===== src/hw/mipsCtrlPkg.sv =====
`default_nettype none

package mipsCtrlPkg;

  // Major opcodes, MIPS encodings
  typedef enum logic [5:0] {
    OP_RTYPE = 6'h00,
    OP_J     = 6'h02,
    OP_JAL   = 6'h03,
    OP_BEQ   = 6'h04,
    OP_BNE   = 6'h05,
    OP_BLEZ  = 6'h06,
    OP_BGTZ  = 6'h07,
    OP_ADDIU = 6'h09,
    OP_SLTI  = 6'h0a,
    OP_SLTIU = 6'h0b,
    OP_ANDI  = 6'h0c,
    OP_ORI   = 6'h0d,
    OP_XORI  = 6'h0e,
    OP_LUI   = 6'h0f,
    OP_LB    = 6'h20,
    OP_LH    = 6'h21,
    OP_LW    = 6'h23,
    OP_LBU   = 6'h24,
    OP_LHU   = 6'h25,
    OP_SB    = 6'h28,
    OP_SH    = 6'h29,
    OP_SW    = 6'h2b
  } opcodeE;

  // R-type function field
  typedef enum logic [5:0] {
    FN_SLL  = 6'h00,
    FN_SRL  = 6'h02,
    FN_SRA  = 6'h03,
    FN_JR   = 6'h08,
    FN_JALR = 6'h09,
    FN_ADDU = 6'h21,
    FN_SUBU = 6'h23,
    FN_AND  = 6'h24,
    FN_OR   = 6'h25,
    FN_XOR  = 6'h26,
    FN_NOR  = 6'h27,
    FN_SLT  = 6'h2a,
    FN_SLTU = 6'h2b
  } functE;

  typedef enum logic [3:0] {
    ALU_ADD, ALU_SUB, ALU_AND, ALU_OR, ALU_XOR, ALU_NOR, ALU_SLT,
    ALU_SLTU, ALU_SLL, ALU_SRL, ALU_SRA, ALU_LUI, ALU_COPYB
  } aluOpE;

  typedef enum logic [1:0] {PC_PLUS4, PC_BRANCH, PC_REG, PC_JUMP} pcSelE;
  typedef enum logic [1:0] {DST_RT, DST_RD, DST_R31, DST_NONE} regDstE;
  typedef enum logic [1:0] {RD_UART, RD_ALU, RD_DMEM, RD_COUNTER} rdSelE;
  typedef enum logic [1:0] {SRC_PC, SRC_REG, SRC_FWD, SRC_IMM} aluSrcE;

  typedef struct packed {
    pcSelE  pcSel;
    regDstE regDst;
    rdSelE  rdSel;
    aluSrcE aluSelA;
    aluSrcE aluSelB;
    aluOpE  aluOp;
    logic   regWrite;
    logic   dinSel;
  } dpCtrlT;

  typedef struct packed {
    logic [3:0] imByteSel;
    logic [3:0] dmByteSel;
    logic [1:0] uartSel;
    logic       reUart;
    logic       weUart;
    logic       ctSel;
    logic       ctReset;
  } ioCtrlT;

  // Memory-mapped I/O registers
  localparam logic [31:0] UART_RX_READY_ADDR = 32'h8000_0000;
  localparam logic [31:0] UART_TX_VALID_ADDR = 32'h8000_0004;
  localparam logic [31:0] UART_TX_DATA_ADDR  = 32'h8000_0008;
  localparam logic [31:0] UART_RX_DATA_ADDR  = 32'h8000_000c;
  localparam logic [31:0] CT_CYCLE_ADDR      = 32'h8000_0010;
  localparam logic [31:0] CT_INSTR_ADDR      = 32'h8000_0014;
  localparam logic [31:0] CT_RESET_ADDR      = 32'h8000_0018;

  // UART read mux codes
  localparam logic [1:0] UART_SEL_DATA  = 2'b00;
  localparam logic [1:0] UART_SEL_READY = 2'b01;
  localparam logic [1:0] UART_SEL_VALID = 2'b10;

  // Bit positions inside address[31:28]
  localparam int REGION_DMEM_BIT = 0;
  localparam int REGION_IMEM_BIT = 1;

  function automatic logic isImmOp(input opcodeE op);
    return op inside {OP_ADDIU, OP_SLTI, OP_SLTIU, OP_ANDI, OP_ORI, OP_XORI, OP_LUI};
  endfunction

  function automatic logic isLoad(input opcodeE op);
    return op inside {OP_LB, OP_LH, OP_LW, OP_LBU, OP_LHU};
  endfunction

  function automatic logic isStore(input opcodeE op);
    return op inside {OP_SB, OP_SH, OP_SW};
  endfunction

endpackage

`default_nettype wire


===== src/hw/aluDecode.sv =====
`timescale 1ns/1ps
`default_nettype none

module aluDecode (
  input  mipsCtrlPkg::opcodeE opcode,
  input  mipsCtrlPkg::functE  funct,
  output mipsCtrlPkg::aluOpE  aluOp
);
  import mipsCtrlPkg::*;

  always_comb begin
    aluOp = ALU_ADD;
    if (opcode == OP_RTYPE) begin
      case (funct)
        FN_SLL:  aluOp = ALU_SLL;
        FN_SRL:  aluOp = ALU_SRL;
        FN_SRA:  aluOp = ALU_SRA;
        // Link value passes through on operand B
        FN_JALR: aluOp = ALU_COPYB;
        FN_SUBU: aluOp = ALU_SUB;
        FN_AND:  aluOp = ALU_AND;
        FN_OR:   aluOp = ALU_OR;
        FN_XOR:  aluOp = ALU_XOR;
        FN_NOR:  aluOp = ALU_NOR;
        FN_SLT:  aluOp = ALU_SLT;
        FN_SLTU: aluOp = ALU_SLTU;
        default: aluOp = ALU_ADD;
      endcase
    end else begin
      case (opcode)
        OP_JAL:   aluOp = ALU_COPYB;
        OP_SLTI:  aluOp = ALU_SLT;
        OP_SLTIU: aluOp = ALU_SLTU;
        OP_ANDI:  aluOp = ALU_AND;
        OP_ORI:   aluOp = ALU_OR;
        OP_XORI:  aluOp = ALU_XOR;
        OP_LUI:   aluOp = ALU_LUI;
        // ADDIU, loads and stores all form base plus offset
        default:  aluOp = ALU_ADD;
      endcase
    end
  end

endmodule

`default_nettype wire


===== src/hw/controlDecode.sv =====
`timescale 1ns/1ps
`default_nettype none

module controlDecode (
  input  logic [31:0]         instr,
  input  logic                branchTaken,
  output mipsCtrlPkg::aluOpE  aluOp,
  output mipsCtrlPkg::pcSelE  pcSel,
  output mipsCtrlPkg::regDstE regDst,
  output mipsCtrlPkg::rdSelE  rdSel,
  output logic                regWrite,
  output logic                memRead,
  output logic                memWrite
);
  import mipsCtrlPkg::*;

  opcodeE     opcode;
  functE      funct;
  logic [4:0] rt;
  logic [4:0] rd;
  logic [4:0] destReg;
  logic       writeReq;

  assign opcode = opcodeE'(instr[31:26]);
  assign funct  = functE'(instr[5:0]);
  assign rt     = instr[20:16];
  assign rd     = instr[15:11];

  aluDecode uAluDecode (
    .opcode(opcode),
    .funct (funct),
    .aluOp (aluOp)
  );

  // Write-back target
  always_comb begin
    regDst   = DST_NONE;
    writeReq = 1'b0;
    if (opcode == OP_RTYPE) begin
      regDst   = DST_RD;
      writeReq = (funct != FN_JR);
    end else if (isImmOp(opcode) || isLoad(opcode)) begin
      regDst   = DST_RT;
      writeReq = 1'b1;
    end else if (opcode == OP_JAL) begin
      regDst   = DST_R31;
      writeReq = 1'b1;
    end
  end

  always_comb begin
    case (regDst)
      DST_RT:  destReg = rt;
      DST_RD:  destReg = rd;
      DST_R31: destReg = 5'd31;
      default: destReg = 5'd0;
    endcase
  end

  // Writes to $zero are dropped, so a NOP is no write at all
  assign regWrite = writeReq && (destReg != 5'd0);

  assign memRead  = isLoad(opcode);
  assign memWrite = isStore(opcode);
  assign rdSel    = memRead ? RD_DMEM : RD_ALU;

  // Branch wins over jumps
  always_comb begin
    if (branchTaken) begin
      pcSel = PC_BRANCH;
    end else if (opcode == OP_J || opcode == OP_JAL) begin
      pcSel = PC_JUMP;
    end else if (opcode == OP_RTYPE && (funct == FN_JR || funct == FN_JALR)) begin
      pcSel = PC_REG;
    end else begin
      pcSel = PC_PLUS4;
    end
  end

endmodule

`default_nettype wire


===== src/hw/hazardForward.sv =====
`timescale 1ns/1ps
`default_nettype none

module hazardForward (
  input  logic [31:0]         instr,
  input  logic [31:0]         prevInstr,
  output mipsCtrlPkg::aluSrcE aluSelA,
  output mipsCtrlPkg::aluSrcE aluSelB,
  output logic                dinSel
);
  import mipsCtrlPkg::*;

  opcodeE     opcode;
  opcodeE     prevOp;
  functE      funct;
  logic [4:0] rs;
  logic [4:0] rt;
  logic [4:0] prodDst;
  logic       isLink;
  logic       isShift;
  logic       matchRs;
  logic       matchRt;

  assign opcode = opcodeE'(instr[31:26]);
  assign prevOp = opcodeE'(prevInstr[31:26]);
  assign funct  = functE'(instr[5:0]);
  assign rs     = instr[25:21];
  assign rt     = instr[20:16];

  // Register written by the previous instruction, zero when there is none
  always_comb begin
    if (prevOp == OP_RTYPE) begin
      prodDst = prevInstr[15:11];
    end else if (isImmOp(prevOp) || isLoad(prevOp)) begin
      prodDst = prevInstr[20:16];
    end else begin
      prodDst = 5'd0;
    end
  end

  assign matchRs = (prodDst != 5'd0) && (rs == prodDst);
  assign matchRt = (prodDst != 5'd0) && (rt == prodDst);

  assign isLink  = (opcode == OP_JAL) || (opcode == OP_RTYPE && funct == FN_JALR);
  assign isShift = (opcode == OP_RTYPE) && (funct inside {FN_SLL, FN_SRL, FN_SRA});

  always_comb begin
    if (isLink) begin
      aluSelA = SRC_PC;
      aluSelB = SRC_PC;
    end else begin
      // Shift amount rides on the immediate path
      if (isShift) aluSelA = SRC_IMM;
      else         aluSelA = matchRs ? SRC_FWD : SRC_REG;

      if (isImmOp(opcode) || isLoad(opcode) || isStore(opcode)) aluSelB = SRC_IMM;
      else aluSelB = matchRt ? SRC_FWD : SRC_REG;
    end
  end

  // Store data comes from rt
  assign dinSel = isStore(opcode) && matchRt;

endmodule

`default_nettype wire


===== src/hw/memIoDecode.sv =====
`timescale 1ns/1ps
`default_nettype none

module memIoDecode (
  input  logic                memRead,
  input  logic                memWrite,
  input  logic [31:0]         aluAddr,
  input  mipsCtrlPkg::opcodeE storeOp,
  output mipsCtrlPkg::ioCtrlT ioCtrl
);
  import mipsCtrlPkg::*;

  logic [3:0] region;
  logic       inDmem;
  logic       inImem;
  logic [3:0] byteMask;

  assign region = aluAddr[31:28];
  // 0011 lands in both regions
  assign inDmem = (region[3:2] == 2'b00) && region[REGION_DMEM_BIT];
  assign inImem = (region[3:2] == 2'b00) && region[REGION_IMEM_BIT];

  // Big-endian lanes, byte 0 is the top lane
  always_comb begin
    case (storeOp)
      OP_SB:   byteMask = 4'b1000 >> aluAddr[1:0];
      OP_SH:   byteMask = 4'b1100 >> {aluAddr[1], 1'b0};
      OP_SW:   byteMask = 4'b1111;
      default: byteMask = 4'b0000;
    endcase
  end

  always_comb begin
    ioCtrl = '0;
    ioCtrl.dmByteSel = (memWrite && inDmem) ? byteMask : 4'b0000;
    ioCtrl.imByteSel = (memWrite && inImem) ? byteMask : 4'b0000;
    ioCtrl.uartSel   = UART_SEL_DATA;

    if (memRead) begin
      case (aluAddr)
        UART_RX_READY_ADDR: ioCtrl.uartSel = UART_SEL_READY;
        UART_TX_VALID_ADDR: ioCtrl.uartSel = UART_SEL_VALID;
        UART_RX_DATA_ADDR:  ioCtrl.reUart  = 1'b1;
        CT_CYCLE_ADDR:      ioCtrl.ctSel   = 1'b0;
        CT_INSTR_ADDR:      ioCtrl.ctSel   = 1'b1;
        default: ;
      endcase
    end

    if (memWrite) begin
      case (aluAddr)
        UART_TX_DATA_ADDR: ioCtrl.weUart  = 1'b1;
        CT_RESET_ADDR:     ioCtrl.ctReset = 1'b1;
        default: ;
      endcase
    end
  end

endmodule

`default_nettype wire


===== src/hw/controlUnit.sv =====
`timescale 1ns/1ps
`default_nettype none

module controlUnit (
  input  logic                clk,
  input  logic                arstN,
  input  logic [31:0]         instr,
  input  logic                instrValid,
  input  logic [31:0]         aluAddr,
  input  logic                branchTaken,
  output mipsCtrlPkg::dpCtrlT dpCtrl,
  output mipsCtrlPkg::ioCtrlT ioCtrl
);
  import mipsCtrlPkg::*;

  logic [31:0] prevInstr;
  aluOpE       aluOp;
  pcSelE       pcSel;
  regDstE      regDst;
  rdSelE       rdSel;
  aluSrcE      aluSelA;
  aluSrcE      aluSelB;
  logic        regWrite;
  logic        memRead;
  logic        memWrite;
  logic        dinSel;

  // One instruction of history, held while stalled
  always_ff @(posedge clk or negedge arstN) begin
    if (!arstN) begin
      prevInstr <= '0;
    end else if (instrValid) begin
      prevInstr <= instr;
    end
  end

  controlDecode uControlDecode (
    .instr      (instr),
    .branchTaken(branchTaken),
    .aluOp      (aluOp),
    .pcSel      (pcSel),
    .regDst     (regDst),
    .rdSel      (rdSel),
    .regWrite   (regWrite),
    .memRead    (memRead),
    .memWrite   (memWrite)
  );

  hazardForward uHazardForward (
    .instr    (instr),
    .prevInstr(prevInstr),
    .aluSelA  (aluSelA),
    .aluSelB  (aluSelB),
    .dinSel   (dinSel)
  );

  memIoDecode uMemIoDecode (
    .memRead (memRead),
    .memWrite(memWrite),
    .aluAddr (aluAddr),
    .storeOp (opcodeE'(instr[31:26])),
    .ioCtrl  (ioCtrl)
  );

  assign dpCtrl = '{
    pcSel:    pcSel,
    regDst:   regDst,
    rdSel:    rdSel,
    aluSelA:  aluSelA,
    aluSelB:  aluSelB,
    aluOp:    aluOp,
    regWrite: regWrite,
    dinSel:   dinSel
  };

endmodule

`default_nettype wire


===== config.mk =====
export PLATFORM = sky130hd
export DESIGN_NAME = controlUnit
export DESIGN_NICKNAME = d
export VERILOG_FILES = /design/src/hw/mipsCtrlPkg.sv /design/src/hw/aluDecode.sv /design/src/hw/controlDecode.sv /design/src/hw/hazardForward.sv /design/src/hw/memIoDecode.sv /design/src/hw/controlUnit.sv
export SDC_FILE = /design/constraint.sdc
export NUM_CORES = 1
export LEC_CHECK = 0
export ABC_AREA = 1
export BUFFER_PORTS_ARGS = -buffer_cell sky130_fd_sc_hd__buf_4
export CELL_PAD_IN_SITES_DETAIL_PLACEMENT = 0
export CELL_PAD_IN_SITES_GLOBAL_PLACEMENT = 1
export CORE_UTILIZATION = 31
export DETAILED_ROUTE_END_ITERATION = 7
export GPL_ROUTABILITY_DRIVEN = 0
export PLACE_DENSITY = 0.88
export SLEW_MARGIN = 10
export SYNTH_ARGS = -nofsm -noshare
export SYNTH_HDL_FRONTEND = slang
export SYNTH_SLANG_ARGS = --single-unit
export TNS_END_PERCENT = 50

===== constraint.sdc =====
create_clock -name clk -period 2.4 [get_ports clk]
set_clock_uncertainty 0.1 [all_clocks]
set_input_delay 0.24 -clock clk [delete_from_list [all_inputs] [get_ports clk]]
set_output_delay 0.24 -clock clk [all_outputs]
set_load 0.02 [all_outputs]

==> impl_results.md <==
- Tmin final: 2.25 ns
- CTS sink cnt: 16
- Vias per Instance: 4.67
- Max VDD drop: 0.000182 V
- Placed cell areas: 0.00245 mm²
- Register bit total from synthesis: 16
- Worst stage delay on the critical path: 0.39 ns
- Vias: 2079
- Layout cells sized above 1: 37.6%
- Seq/Total Area, Yosys: 23.5%
- Routed Antenna Nets: 0
- RSZ-0062 raised after global routing: false
- CTS tree: built
- Worst slew pin tran: 0.613 ns
- Period utilisation layout: 93.7%
- Hold wc startpoint: instr[29]
- # placed instances: 440
- Largest net degree at the start of global routing: 28
- Cell Count, Final, Fillers Out: 445
- Synth Cell Area: 0.00170 mm²
- Worst-path clk slew: 0.06 ns
- Crit path arrival time: 1.91 ns
- Status: completed
- Leakage power: 1.28 nW
- Core area: 0.00520 mm²
- Clock Root Buffer: clkbuf_8
- Avg Cell Area, Syn: 5.99 µm²
- Startpoint types: register
- Wire length per cell: 11.9 µm
- Max H-tree Level: 1
- Routed WL: 5300 µm
- Required time of the critical path: 2.06 ns
- Gr usage total: 18.4%
- TritonCTS Buffers: 3
- Cell Rows: 26
- Critical path capture point type: output port
- Cells after synthesis: 284
- Largest registers: prevInstr x16
- Antenna cells: 0
- Crit. Startpoint: prevInstr[29]$_DFFE_PN0P_
- CP Max Fanout: 5
- Starting density of the core: 32.7%
- Clock buffer depth: 2
- Number of iterations in the first detailed-routing pass: 4
- Height of the die: 76.1 µm
- Ys flop type: dfrtp_1
- Max Cap Violations: 0
- DR DRC count: 0
- Largest register FFs: 16
- Grt total ovfl: 0
- Die width: 76.1 µm
- Post-synthesis net count: 352
- Post-synth EDFFs: 0
- Post-synth cell types: 30
- Number of global-route vias before repair: 1982
- I/O pins: 98
- Max Slew Vio Count: 0
- Worst hold path class: input pin to register
- Rel. slew slack: 58.7%
- Layout net count: 444
- DRT iter0 DRCs: 127
- Yosys warns: 0
- Reg with most FFs: prevInstr
- Total power: 0.875 mW
- FF-to-FF Start: prevInstr[15]$_DFFE_PN0P_
- CP max-delay cell: dfrtp_1
- Setup Fix Bufs, Post-CTS: 0
- Critical Path, Cell by Cell: inv_2 > nand3_2 > nor2_4 > nand2_2 > nand2_2 > nand2_1 > nand2_1 > nand3_1 > nor2_2 > nor2_1 > nor2_1 > buf_4
- CP bufs+invs: 2
- Detailed placement HPWL: 4410 µm
- First-pass GRT wire length: 8930 µm
- Clock latency on the worst-skew pair: 0.24 ns
- Initial antenna violation count: 0
- Port-buffer cells: 92
- Die area: 0.00579 mm²
- Total negative slack: 0 ns
- Cell area after layout: 0.00254 mm²
- Final hold violations: 0
- Fmax: 445 MHz
- Final setup viols: 0
- Worst path top cell family by delay: simple AND/OR/NAND/NOR gates
- P per Cell Area: 344 mW/mm²
- Area grow syn2layout: 49.3%
- Worst Setup Path Type: register to output port
- Synth async-reset ratio: 100%
[power breakdown]
group          total [mW]  switching, mW  internal [mW]
registers           0.311         0.0164          0.295
clock network       0.236         0.0905          0.145
logic               0.328          0.180          0.148
[routing by layer]
metal  track usage, %  share of wire (%)
met4             3.85                1.4
met2             32.4                 48
met3             1.80                4.5
met1             24.5                 46
met5                0                  0
[path summary, 6_finish.rpt]
path | to | slack [ns] | cells past startpoint
max | dpCtrl[9] | 0.15 | 12
min | prevInstr[29]$_DFFE_PN0P_ | 0.13 | 3
max reg2reg | prevInstr[15]$_DFFE_PN0P_ | 1.54 | 1
min reg2reg | prevInstr[14]$_DFFE_PN0P_ | 0.43 | 1
max in group asynchronous | prevInstr[30]$_DFFE_PN0P_ | 1.72 | 2
min in group asynchronous | prevInstr[31]$_DFFE_PN0P_ | 0.30 | 2
[cell families (layout without fill, tap and decap cells)]
logic type / Yosys count / in the layout / synth area share, %
AOI/OAI and AO/OA: 28 / 28 / 9.41
buffers and inverters: 46 / 137 / 10.8
DFF: 16 / 16 / 23.5
muxes: 5 / 5 / 3.31
and+or+nand+nor: 189 / 189 / 52.9
[stage by stage]
stage,hold WS [ns],worst slack (ns),util [%]
final,0.132,0.151,48.8
after global routing,0.139,0.00167,48.8
after CTS,0.129,0.0850,48.2
after detailed placement,0.00957,0.315,47.0
after global placement,0.00793,0.360,47.0
after floorplan,-0.156,0.512,-
[cells in the mapped netlist (5+ instances only)]
cell	number	area share (%)
nand4_1	6	2.2
nand2_2	12	4.4
nand3_1	31	9.1
nor4_1	9	3.3
inv_2	5	1.1
mux2_2	5	3.3
nand2_1	55	12
o21ai_0	7	2.1
nor2_1	58	13
inv_1	35	7.7
a21oi_1	13	3.8
dfrtp_1	16	24
[what timing repair did]
item                                    in CTS  in global routing
endpoints found under the setup margin       0                  5
endpoints found under the hold margin       16                  0
hold buffers                                 1                  0
resized for setup                            0                 11
[layout make-up]
class,instances,area [µm²]
timing repair buffer,93,701
clock buffer,4,55.1
sequential,16,400
fill,553,2660
inverter,40,150
tap,70,87.6
multi-input combinational,222,1150
[layout by cell type, fill, tap and decap left out, types with 7 or more instances in the layout]
cell	n
a21oi_1	13
buf_4	92
dfrtp_1	16
inv_1	34
nand2_1	49
nand2_2	18
nand3_1	29
nor2_1	56
nor4_1	9
o21ai_0	7
[tightest hold or removal path, cell delays in order]
cell     delay, ns
buf_4         0.10
nand2_1       0.04
o21ai_0       0.06
(Power assumes the default switching activity.)
